### src/link_pkg.sv
`default_nettype none

package link_pkg;

	localparam int CLKS_PER_BIT = 8; // Clock cycles per serial bit.
	localparam int BIT_CNT_W = $clog2(CLKS_PER_BIT + 1);

	localparam int BYTE_W = 8;
	localparam int BIT_IDX_W = $clog2(BYTE_W);

	// Set in header and trailer bytes, clear in data bytes.
	localparam logic [BYTE_W-1:0] MARK_BIT = 8'h80;

	typedef enum logic [2:0] {
		FRAME_IDLE,
		FRAME_HEADER,
		FRAME_READBACK,
		FRAME_EVENTS,
		FRAME_TRAILER
	} frame_state_t;

	typedef enum logic [1:0] {
		LINE_IDLE,
		LINE_START,
		LINE_DATA,
		LINE_STOP
	} line_state_t;

endpackage

`default_nettype wire

### src/monitor_pkg.sv
`default_nettype none

package monitor_pkg;

	// Every monitored value fits in one word of this width.
	localparam int WORD_W = 7;

	localparam int N_READBACKS = 15; // Readback words per frame.
	localparam int N_EVENTS = 4; // Event inputs, one count word each.

	// Largest count a word can carry. Counters stop here.
	localparam logic [WORD_W-1:0] COUNT_MAX = 7'd127;

	// Index widths also hold the value one past the last word.
	localparam int RB_CNT_W = $clog2(N_READBACKS + 1);
	localparam int EV_CNT_W = $clog2(N_EVENTS + 1);

endpackage

`default_nettype wire

### src/monitor_event_count.sv
`default_nettype none

module monitor_event_count
	import monitor_pkg::*;
(
	input wire clk,
	input wire rst,
	input wire tx_en,
	input wire tx_data_loaded,
	input wire [N_EVENTS-1:0] event_pulse,
	output logic tx_data_ready,
	output logic [WORD_W-1:0] tx_data,
	output logic tx_complete
);

	logic [N_EVENTS-1:0][WORD_W-1:0] counts;
	logic [N_EVENTS-1:0][WORD_W-1:0] snapshot;
	logic [EV_CNT_W-1:0] tx_cnt;
	logic tx_en_q;
	logic snap;
	logic loaded_s1;
	logic loaded_s2;

	assign snap = tx_en && !tx_en_q; // First cycle of a send window.

	always_ff @(posedge clk) begin
		if (rst) begin
			tx_en_q <= 1'b0;
			counts <= '0;
		end else begin
			tx_en_q <= tx_en;
			for (int i = 0; i < N_EVENTS; i++) begin
				if (snap) begin
					counts[i] <= WORD_W'(event_pulse[i]); // This pulse opens the new window.
				end else if (event_pulse[i] && counts[i] != COUNT_MAX) begin
					counts[i] <= counts[i] + 1'b1;
				end
			end
		end
	end

	always_ff @(posedge clk) begin
		if (snap) begin
			snapshot <= counts;
		end
	end

	always_ff @(posedge clk) begin
		if (rst) begin
			loaded_s1 <= 1'b0;
			loaded_s2 <= 1'b0;
		end else begin
			loaded_s1 <= tx_data_loaded;
			loaded_s2 <= loaded_s1;
		end
	end

	// Same word exchange as the readback source.
	always_ff @(posedge clk) begin
		if (rst || !tx_en) begin
			tx_cnt <= '0;
			tx_data_ready <= 1'b0;
			tx_complete <= 1'b0;
		end else if (!tx_complete) begin
			if (!tx_data_ready && !loaded_s2) begin
				if (tx_cnt == EV_CNT_W'(N_EVENTS)) begin
					tx_complete <= 1'b1;
				end else begin
					tx_data_ready <= 1'b1;
				end
			end else if (tx_data_ready && loaded_s2) begin
				tx_data_ready <= 1'b0;
				tx_cnt <= tx_cnt + 1'b1;
			end
		end
	end

	always_comb begin
		tx_data = '0;
		for (int i = 0; i < N_EVENTS; i++) begin
			if (tx_cnt == EV_CNT_W'(i)) begin
				tx_data = snapshot[i];
			end
		end
	end

endmodule

`default_nettype wire

### src/monitor_frame_tx.sv
`default_nettype none

module monitor_frame_tx
	import monitor_pkg::*;
	import link_pkg::*;
(
	input wire clk,
	input wire rst,
	input wire frame_req,
	input wire rb_tx_data_ready,
	input wire rb_tx_complete,
	input wire [WORD_W-1:0] rb_tx_data,
	input wire ev_tx_data_ready,
	input wire ev_tx_complete,
	input wire [WORD_W-1:0] ev_tx_data,
	input wire byte_busy,
	output logic rb_tx_en,
	output logic rb_tx_data_loaded,
	output logic ev_tx_en,
	output logic ev_tx_data_loaded,
	output logic [BYTE_W-1:0] byte_data,
	output logic byte_start,
	output logic frame_busy
);

	frame_state_t state;
	logic [WORD_W-1:0] seq_num;
	logic [WORD_W-1:0] checksum;
	logic trailer_sent;
	logic line_free;
	logic frame_done;
	logic accept_req;
	logic in_events;
	logic src_ready;
	logic src_loaded;
	logic src_complete;
	logic [WORD_W-1:0] src_data;

	// The serializer raises byte_busy one cycle after byte_start.
	assign line_free = !byte_busy && !byte_start;

	assign frame_done = (state == FRAME_TRAILER) && trailer_sent && line_free;
	assign frame_busy = (state != FRAME_IDLE) && !frame_done;
	assign accept_req = frame_req && !frame_busy;

	// Both word phases run the same exchange on the active source.
	assign in_events = (state == FRAME_EVENTS);
	assign src_ready = in_events ? ev_tx_data_ready : rb_tx_data_ready;
	assign src_loaded = in_events ? ev_tx_data_loaded : rb_tx_data_loaded;
	assign src_complete = in_events ? ev_tx_complete : rb_tx_complete;
	assign src_data = in_events ? ev_tx_data : rb_tx_data;

	always_ff @(posedge clk) begin
		if (rst) begin
			state <= FRAME_IDLE;
			seq_num <= '0;
			checksum <= '0;
			trailer_sent <= 1'b0;
			rb_tx_en <= 1'b0;
			rb_tx_data_loaded <= 1'b0;
			ev_tx_en <= 1'b0;
			ev_tx_data_loaded <= 1'b0;
			byte_start <= 1'b0;
		end else begin
			byte_start <= 1'b0;
			case (state)
				FRAME_IDLE: begin
					if (accept_req) begin
						state <= FRAME_HEADER;
					end
				end
				FRAME_HEADER: begin
					if (line_free) begin
						byte_data <= MARK_BIT | BYTE_W'(seq_num);
						byte_start <= 1'b1;
						checksum <= '0;
						rb_tx_en <= 1'b1;
						state <= FRAME_READBACK;
					end
				end
				FRAME_READBACK, FRAME_EVENTS: begin
					if (src_complete) begin
						rb_tx_en <= 1'b0;
						ev_tx_en <= !in_events; // Readbacks done, start the counts.
						state <= in_events ? FRAME_TRAILER : FRAME_EVENTS;
					end else if (src_loaded) begin
						if (!src_ready) begin
							rb_tx_data_loaded <= 1'b0;
							ev_tx_data_loaded <= 1'b0;
						end
					end else if (src_ready && line_free) begin
						byte_data <= BYTE_W'(src_data);
						byte_start <= 1'b1;
						checksum <= checksum + src_data;
						rb_tx_data_loaded <= !in_events;
						ev_tx_data_loaded <= in_events;
					end
				end
				FRAME_TRAILER: begin
					if (!trailer_sent) begin
						if (line_free) begin
							byte_data <= MARK_BIT | BYTE_W'(checksum);
							byte_start <= 1'b1;
							seq_num <= seq_num + 1'b1; // wraps at 128
							trailer_sent <= 1'b1;
						end
					end else if (line_free) begin
						trailer_sent <= 1'b0;
						state <= accept_req ? FRAME_HEADER : FRAME_IDLE;
					end
				end
				default: state <= FRAME_IDLE;
			endcase
		end
	end

endmodule

`default_nettype wire

### src/monitor_link.sv
`default_nettype none

module monitor_link
	import monitor_pkg::*;
	import link_pkg::*;
(
	input wire clk,
	input wire rst,
	input wire frame_req,
	input wire [N_READBACKS-1:0][WORD_W-1:0] rb,
	input wire [N_EVENTS-1:0] event_pulse,
	output logic tx_line,
	output logic frame_busy
);

	logic rb_tx_en;
	logic rb_tx_data_loaded;
	logic rb_tx_data_ready;
	logic rb_tx_complete;
	logic [WORD_W-1:0] rb_tx_data;
	logic ev_tx_en;
	logic ev_tx_data_loaded;
	logic ev_tx_data_ready;
	logic ev_tx_complete;
	logic [WORD_W-1:0] ev_tx_data;
	logic [BYTE_W-1:0] byte_data;
	logic byte_start;
	logic byte_busy;

	monitor_readback readback_i (
		.clk(clk),
		.rst(rst),
		.tx_en(rb_tx_en),
		.tx_data_loaded(rb_tx_data_loaded),
		.rb(rb),
		.tx_data_ready(rb_tx_data_ready),
		.tx_data(rb_tx_data),
		.tx_complete(rb_tx_complete)
	);

	monitor_event_count event_count_i (
		.clk(clk),
		.rst(rst),
		.tx_en(ev_tx_en),
		.tx_data_loaded(ev_tx_data_loaded),
		.event_pulse(event_pulse),
		.tx_data_ready(ev_tx_data_ready),
		.tx_data(ev_tx_data),
		.tx_complete(ev_tx_complete)
	);

	monitor_frame_tx frame_tx_i (
		.clk(clk),
		.rst(rst),
		.frame_req(frame_req),
		.rb_tx_data_ready(rb_tx_data_ready),
		.rb_tx_complete(rb_tx_complete),
		.rb_tx_data(rb_tx_data),
		.ev_tx_data_ready(ev_tx_data_ready),
		.ev_tx_complete(ev_tx_complete),
		.ev_tx_data(ev_tx_data),
		.byte_busy(byte_busy),
		.rb_tx_en(rb_tx_en),
		.rb_tx_data_loaded(rb_tx_data_loaded),
		.ev_tx_en(ev_tx_en),
		.ev_tx_data_loaded(ev_tx_data_loaded),
		.byte_data(byte_data),
		.byte_start(byte_start),
		.frame_busy(frame_busy)
	);

	uart_byte_tx byte_tx_i (
		.clk(clk),
		.rst(rst),
		.byte_start(byte_start),
		.byte_data(byte_data),
		.byte_busy(byte_busy),
		.tx_line(tx_line)
	);

endmodule

`default_nettype wire

### src/monitor_readback.sv
`default_nettype none

module monitor_readback
	import monitor_pkg::*;
(
	input wire clk,
	input wire rst,
	input wire tx_en,
	input wire tx_data_loaded,
	input wire [N_READBACKS-1:0][WORD_W-1:0] rb,
	output logic tx_data_ready,
	output logic [WORD_W-1:0] tx_data,
	output logic tx_complete
);

	logic [N_READBACKS-1:0][WORD_W-1:0] stage_a;
	logic [N_READBACKS-1:0][WORD_W-1:0] stage_b;
	logic [RB_CNT_W-1:0] tx_cnt;
	logic loaded_s1;
	logic loaded_s2;
	logic last_sent;

	// The readbacks are retimed twice before they are sent.
	always_ff @(posedge clk) begin
		stage_a <= rb;
		stage_b <= stage_a;
	end

	assign last_sent = (tx_cnt == RB_CNT_W'(N_READBACKS));

	always_ff @(posedge clk) begin
		if (rst) begin
			loaded_s1 <= 1'b0;
			loaded_s2 <= 1'b0;
		end else begin
			loaded_s1 <= tx_data_loaded; // The framer may sit in another clock domain.
			loaded_s2 <= loaded_s1;
		end
	end

	always_ff @(posedge clk) begin
		if (rst) begin
			tx_cnt <= '0;
			tx_data_ready <= 1'b0;
			tx_complete <= 1'b0;
		end else if (!tx_en) begin
			tx_cnt <= '0;
			tx_data_ready <= 1'b0;
			tx_complete <= 1'b0;
		end else if (!tx_complete) begin
			if (!tx_data_ready && !loaded_s2) begin
				if (last_sent) begin
					tx_complete <= 1'b1;
				end else begin
					tx_data_ready <= 1'b1;
				end
			end else if (tx_data_ready && loaded_s2) begin
				tx_data_ready <= 1'b0; // Word taken, move to the next one.
				tx_cnt <= tx_cnt + 1'b1;
			end
		end
	end

	always_comb begin
		tx_data = '0;
		for (int i = 0; i < N_READBACKS; i++) begin
			if (tx_cnt == RB_CNT_W'(i)) begin
				tx_data = stage_b[i];
			end
		end
	end

endmodule

`default_nettype wire

### src/uart_byte_tx.sv
`default_nettype none

module uart_byte_tx
	import link_pkg::*;
(
	input wire clk,
	input wire rst,
	input wire byte_start,
	input wire [BYTE_W-1:0] byte_data,
	output logic byte_busy,
	output logic tx_line
);

	line_state_t state;
	logic [BIT_CNT_W-1:0] clk_cnt;
	logic [BIT_IDX_W-1:0] bit_idx;
	logic [BYTE_W-1:0] shift;
	logic bit_end;

	assign bit_end = (clk_cnt == BIT_CNT_W'(CLKS_PER_BIT - 1));

	always_ff @(posedge clk) begin
		if (rst) begin
			state <= LINE_IDLE;
			clk_cnt <= '0;
			bit_idx <= '0;
			byte_busy <= 1'b0;
			tx_line <= 1'b1; // Line idles high.
		end else begin
			clk_cnt <= bit_end ? '0 : clk_cnt + 1'b1;
			case (state)
				LINE_IDLE: begin
					clk_cnt <= '0;
					if (byte_start) begin
						shift <= byte_data;
						tx_line <= 1'b0;
						byte_busy <= 1'b1;
						state <= LINE_START;
					end
				end
				LINE_START: begin
					if (bit_end) begin
						tx_line <= shift[0]; // LSB goes first.
						shift <= shift >> 1;
						bit_idx <= '0;
						state <= LINE_DATA;
					end
				end
				LINE_DATA: begin
					if (bit_end) begin
						if (bit_idx == BIT_IDX_W'(BYTE_W - 1)) begin
							tx_line <= 1'b1;
							state <= LINE_STOP;
						end else begin
							tx_line <= shift[0];
							shift <= shift >> 1;
							bit_idx <= bit_idx + 1'b1;
						end
					end
				end
				LINE_STOP: begin
					if (bit_end) begin
						byte_busy <= 1'b0; // Busy covers the whole stop bit.
						state <= LINE_IDLE;
					end
				end
				default: state <= LINE_IDLE;
			endcase
		end
	end

endmodule

`default_nettype wire
### config.mk
export PLATFORM = sky130hd
export DESIGN_NAME = monitor_link
export DESIGN_NICKNAME = d
export VERILOG_FILES = /design/src/link_pkg.sv /design/src/monitor_pkg.sv /design/src/monitor_event_count.sv /design/src/monitor_frame_tx.sv /design/src/monitor_link.sv /design/src/monitor_readback.sv /design/src/uart_byte_tx.sv
export SDC_FILE = /design/constraint.sdc
export NUM_CORES = 1
export LEC_CHECK = 0
export ABC_CLOCK_PERIOD_IN_PS = 4000
export BUFFER_PORTS_ARGS = -buffer_cell sky130_fd_sc_hd__buf_4
export CORE_UTILIZATION = 52
export DETAILED_ROUTE_END_ITERATION = 16
export PLACE_DENSITY = 0.75
export RECOVER_POWER = 50
export SLEW_MARGIN = 20
export SYNTH_ARGS = -nofsm -noshare
export SYNTH_HDL_FRONTEND = slang
export SYNTH_SLANG_ARGS = --single-unit
### constraint.sdc
create_clock -name clk -period 4 [get_ports clk]
set_input_delay 1 -clock clk [delete_from_list [all_inputs] [get_ports clk]]
set_output_delay 1 -clock clk [all_outputs]
set_load 0.01 [all_outputs]
# Word-level counts from Yosys, hierarchy flattened
# Cells that the tools add are included.
# word_totals
rom_bits	0
ff_bits	332
mem_count	0
out_inout_bits	2
latch_bits	0
input_bits	112
wordCells	303
ramBits	0
# classes
reduce_logical	64
mul	0
n_div	0
shift	0
mux	102
order_cmp	0
n_bitwise	8
n_addsub	10
n_eq_ne	50
# op_table
operator	n
7-bit 2-to-1 mux	24
8-bit 2-to-1 mux	10
8-bit one-hot mux with 3 select lines	2
1-bit 2-to-1 mux	44
7-bit by 1-bit adder with 7-bit output (second input constant)	5
4-bit equality test (second input constant)	8
7-bit inequality test (second input constant)	4
3-bit 2-to-1 mux	9
3-bit AND reduction	7
4-bit by 3-bit equality test with 1-bit output (second input constant)	5
2-bit by 1-bit inequality test with 1-bit output (second input constant)	10
2-bit nonzero test	10
2-bit inequality test (second input constant)	8
1-bit logical AND	15
5-bit AND reduction	3
7-bit one-hot mux with 2 select lines	1
3-bit by 2-bit equality test with 1-bit output (second input constant)	4
3-bit one-hot mux with 4 select lines	1
4-bit AND reduction	3
1-bit logical NOT	11
2-bit 2-to-1 mux	5
3-bit equality test (second input constant)	3
3-bit nonzero test	3
4-bit by 1-bit adder with 4-bit output (second input constant)	2
21 further kinds	37

# Logic depth before layout (Yosys ltp)
# logic_depth
ltp_word	22
mapped_depth	19

# Modules after synthesis
# From an unflattened synthesis, not the netlist that was laid out.
# unflattened
cells_unflattened	1028
hier_area_um2	11686.2
# by_module_without_submodules
module	n_inst	area_per_inst_um2	seq_area_each_um2	cells_each
monitor_readback	1	5738.0	4364.2	434
monitor_event_count	1	2852.7	1561.5	265
monitor_frame_tx	1	2127.0	700.7	243
uart_byte_tx	1	968.4	460.4	86

# Least setup slack after synthesis
# No wires, ideal clock.
# synth_timing
kind	reg2reg
start	register readback_i.tx_cnt[0]
end	register frame_tx_i.checksum[6]
required_ns	3.912
path_slack_ns	0.286
arrival_time_ns	3.626
path_buffers	3
period_less_slack_ns	3.714
stages_incl_launch_ff	18
cell_sequence	dfxtp_1 ha_1 clkbuf_1 clkbuf_1 clkbuf_1 o211ai_1 o311ai_0 o211ai_1 a21oi_1 o21ai_0 fa_1 a211oi_1 o21bai_1 a21oi_1 o2111ai_1 mux2i_1 a21oi_1 o32ai_2
# synth_between
elab_chain_cells	22
# synth_lines
element	line	text
start, declared	monitor_readback.sv:18	logic [RB_CNT_W-1:0] tx_cnt;
start signal, assigned	monitor_readback.sv:59	tx_cnt <= tx_cnt + 1'b1;
4-bit logical NOT	monitor_readback.sv:67	if (tx_cnt == RB_CNT_W'(i)) begin
7-bit 2-to-1 mux (14 in series)	monitor_readback.sv:67	
7-bit 2-to-1 mux *	monitor_readback.sv:67	
7-bit 2-to-1 mux *	monitor_frame_tx.sv:51	assign src_data = in_events ? ev_tx_data : rb_tx_data;
7-bit adder *	monitor_frame_tx.sv:94	checksum <= checksum + src_data;
7-bit 2-to-1 mux *	monitor_frame_tx.sv:91	end else if (src_ready && line_free) begin
7-bit 2-to-1 mux *	monitor_frame_tx.sv:86	end else if (src_loaded) begin
7-bit 2-to-1 mux *	monitor_frame_tx.sv:82	if (src_complete) begin
7-bit one-hot mux with 2 select lines *	monitor_frame_tx.sv:66	case (state)
end signal, assigned	monitor_frame_tx.sv:94	
end, declared	monitor_frame_tx.sv:28	logic [WORD_W-1:0] checksum;
# Every way passes the cells marked *; elsewhere a longest branch is shown, timed or not. The select of a mux whose other input is x is not followed.
# A chain may end at the register's enable or synchronous reset.

# Worst setup path after layout
# Same ends and word-level chain as after synthesis.

==> qor.yml <==
outcome:
  run_status: "complete, no violations"
sta:
  layout_worst_path_cycle_share_pct: 92.4
  finalWorstPathRequiredPeriod_ps: 3700
  max_freq_mhz: 271
  final-hold-violation-count: 0
  max_slew.worst_pin.slew_ps: 966
  report.final.slew_viol_count: 0
  clock-skew-final_ps: 10.8
  setup-violations-final: 0
  timing.setup.tns_ps: 0
  rsz0062_at_grt: "false"
  max_slew_headroom_at_the_worst_pin_pct: 35.2
worst_setup_path:
  setup.worst_path.start: "readback_i.tx_cnt[0]$_SDFFE_PP0P_"
  regToRegStartpoint: "readback_i.tx_cnt[0]$_SDFFE_PP0P_"
  critical_path.max_fanout: 22
  rrSetupSlack_ps: 300
  path_delay_family: "compound AO/OA/AOI/OAI gates"
  worstSetupStartpointType: "register"
  crit_end: "frame_tx_i.checksum[6]$_SDFFE_PP0P_"
  cp_num_buf_inv: 2
  critical_path.endpoint_type: "register"
  critPathKind: "reg2reg"
  rr_endpoint: "frame_tx_i.checksum[6]$_SDFFE_PP0P_"
  cp_slowest_stage_delay_ps: 380
  r2r_cells: 17
  crit_cells: 17
  cp.arrival_ps: 4170
  crit_path_cell_chain: "inv_1 -> ha_1 -> buf_12 -> nor2b_1 -> nand3_1 -> o211ai_1 -> o21ai_0 -> a21oi_1 -> a211o_1 -> ha_1 -> a211oi_2 -> o21bai_1 -> a21oi_2 -> o2111ai_1 -> o211ai_1 -> a21oi_1 -> o32ai_2"
  critical_path.slowest_cell: "ha_1"
  required_ps: 4480
global_route:
  globalRouteTotalUtil_pct: 22.0
  grt_first_pass_wirelength_um: 38300
  grt_pass1_vias: 7442
  antenna_found_initial: 0
  grt_start_max_net_pins: 44
  grt_overflow_total: 0
pwr:
  vdd_ir_drop_max_mv: 0.378
  share_comb_of_total_power_pct: 8.6
  power.share.clock_pct: 40.2
  switching_share_of_power_pct: 23.4
  power_density_nw_per_um2: 537
  power.share.sequential_pct: 51.2
  power_mw: 7.23
  cell_internal_pwr_mw: 5.54
  p_leak_nw: 5.42
  p_switching_mw: 1.69
route:
  drcViolationCount: 0
  firstDrtPassIters: 5
  vias_per_cell: 5.37
  routed_wl_um: 23900
  via_count: 7782
  wl_per_cell_um: 16.5
  detailedRoute.firstIterationViolations: 517
  ant_nets: 0
floorplan:
  die_height_um: 148
  design.core.area_sq_um: 21000
  ios: 114
  rows: 53
  die_w_um: 148
  floorplan.die_area_sq_um: 22000
  initial_utilization_pct: 53.0
synth:
  post_synth_instance_area_sq_um: 11100
  synth_enable_flop_cells: 44
  synth.yosys.seq_area_share_pct: 63.8
  synth_flop_cell: "dfxtp_1"
  post_synthesis_cell_type_with_the_largest_combined_area: "dfxtp_1"
  yosys.area.top_type_share_pct: 51.9
  yosys-top-cells-count: "288 x dfxtp_1, 91 x nand2_1, 89 x a21oi_1"
  synth.lib_cells_used.distinct: 64
  post_synth.cell_area_avg_sq_um: 10.9
  ys_seq_elements: 332
  synthesis.instances: 1018
  yosys_warnings: 0
  synth_most_common_cell: "dfxtp_1"
  synth.area.top_cells: "dfxtp_1 52%, edfxtp_1 12%, a21oi_1 4.0%, ha_1 3.2%, nand2_1 3.1%"
  synth_fp_nets: 1159
  postSynth.asyncResetShare_pct: 0
finish:
  fillers: 1657
  nNetsFinal: 1290
  multi_input_comb_area_sq_um: 3790
  final-seq-area_sq_um: 7090
  ant_diodes: 0
  fraction_of_final_layout_cells_with_drive_strength_greater_than_1_pct: 18.9
  syn2layout_area_growth_pct: 21.0
clock_tree:
  numClockSinks: 332
  cts_max_path_buffers: 3
  clk_latency_ps: 560
  cts_tree: "done"
  clk_pin_slew_worst_paths_ps: 70
  clockRootBuffer: "clkbuf_16"
  cts_inserted_buffers: 31
  postCtsHoldBufs: 0
  h-tree-depth: 1
placement:
  detailed_place_hpwl_um: 17000
  gp_routability_congestion: 0.893
  placement.io_buffers: 113
min_path:
  min-delay-path-class: "reg2reg"
flow_run:
  max-cap-violations: 0
==> layout by cell type, fill, tap and decap left out, types with 20 or more instances in the layout <==
cell type,synthesis,layout
ha_1,28,26
a21oi_1,89,87
inv_1,21,20
o21ai_0,40,37
edfxtp_1,44,44
dfxtp_1,288,288
buf_4,0,83
clkbuf_16,0,34
nor2_1,88,88
nand2_1,91,91
clkbuf_4,0,58
nor2b_1,29,29
nand3_1,36,36
==> per-layer routing <==
metal	wire (um)	vias to the layer above	global-route usage, %
li1	-	3843	-
met1	10400	3614	29.7
met2	11400	276	37.0
met3	1380	49	2.73
met4	680	0	6.91
met5	0	-	0
==> worst min-delay path by stage <==
stage | from | end | slack (ps) | cells after the start
after floorplan | readback_i.stage_a[0]$_DFF_P_ | readback_i.stage_b[0]$_DFF_P_ | 310 | 0
after global placement | readback_i.stage_a[75]$_DFF_P_ | readback_i.stage_b[75]$_DFF_P_ | 310 | 0
after detailed placement | readback_i.stage_a[41]$_DFF_P_ | readback_i.stage_b[41]$_DFF_P_ | 310 | 0
after CTS | readback_i.stage_a[81]$_DFF_P_ | readback_i.stage_b[81]$_DFF_P_ | 330 | 0
after global routing | readback_i.stage_a[5]$_DFF_P_ | readback_i.stage_b[5]$_DFF_P_ | 330 | 0
final | readback_i.stage_a[21]$_DFF_P_ | readback_i.stage_b[21]$_DFF_P_ | 320 | 0
==> metrics by stage <==
step	setup WS (ps)	hold WS, ps	instance area, sq um	utilization (%)	instances
floorplan	286	310	11100	-	1018
global placement	28.2	311	12400	59.0	1390
detailed placement	-9.73	312	12400	59.0	1390
CTS	64.7	325	13400	64.0	1448
global route	39.2	335	13400	64.2	1449
finish	304	321	13400	64.2	1449
==> worst register-to-register path, cell delays in order (launching register included) <==
cell       delay, ps
dfxtp_1          360
inv_1            100
ha_1             380
buf_12           210
nor2b_1          340
nand3_1          120
o211ai_1          90
o21ai_0          170
a21oi_1          190
a211o_1          170
ha_1             290
a211oi_2         270
o21bai_1         110
a21oi_2          240
o2111ai_1        150
o211ai_1         120
a21oi_1          100
o32ai_2          210
==> cell type report <==
cell class                 count  area share [%]
multi-input combinational    619            28.2
clock inverter                14           0.782
inverter                      22           0.614
tap                          275            2.56
clock buffer                  44            6.98
sequential                   332            52.7
timing repair buffer         143            8.17
==> cells by family (layout without fill, tap and decap cells) <==
family	after synthesis	after routing	synth area share (%)
flip-flops	332	332	63.8
AND/OR/NAND/NOR	317	317	13.6
AO/OA/AOI/OAI	230	230	13.2
adder cells (fa/ha/maj)	29	29	3.33
multiplexers	16	16	1.66
buffers and inverters	67	223	2.36
XOR/XNOR	27	27	2.13
==> power groups by stage <==
stage	Combinational (mW)	Clock, mW	Sequential (mW)
2_1_floorplan	0.404	0	3.73
3_3_place_gp	0.607	0	3.77
3_5_place_dp	0.619	0	3.77
4_1_cts	0.625	2.96	3.70
5_1_grt	0.688	3.11	3.71
6_report	0.623	2.91	3.70
==> sequential cells by signal, summed over array words and instances, names as in the netlist, 2 cells and up <==
register	flops
event_count_i.snapshot	28
frame_tx_i.checksum	7
frame_tx_i.byte_data	8
readback_i.stage_b	105
event_count_i.counts	28
byte_tx_i.shift	8
byte_tx_i.state	2
readback_i.stage_a	105
frame_tx_i.state	3
readback_i.tx_cnt	4
byte_tx_i.bit_idx	3
event_count_i.tx_cnt	3
byte_tx_i.clk_cnt	4
frame_tx_i.seq_num	7
==> what timing repair did <==
action / CTS / global route
pin swaps: 0 / 2
setup buffers: 0 / 1
resized for setup: 1 / 10
endpoints found under the setup margin: 1 / 1
Note: power is estimated with default switching activity, not from simulation.
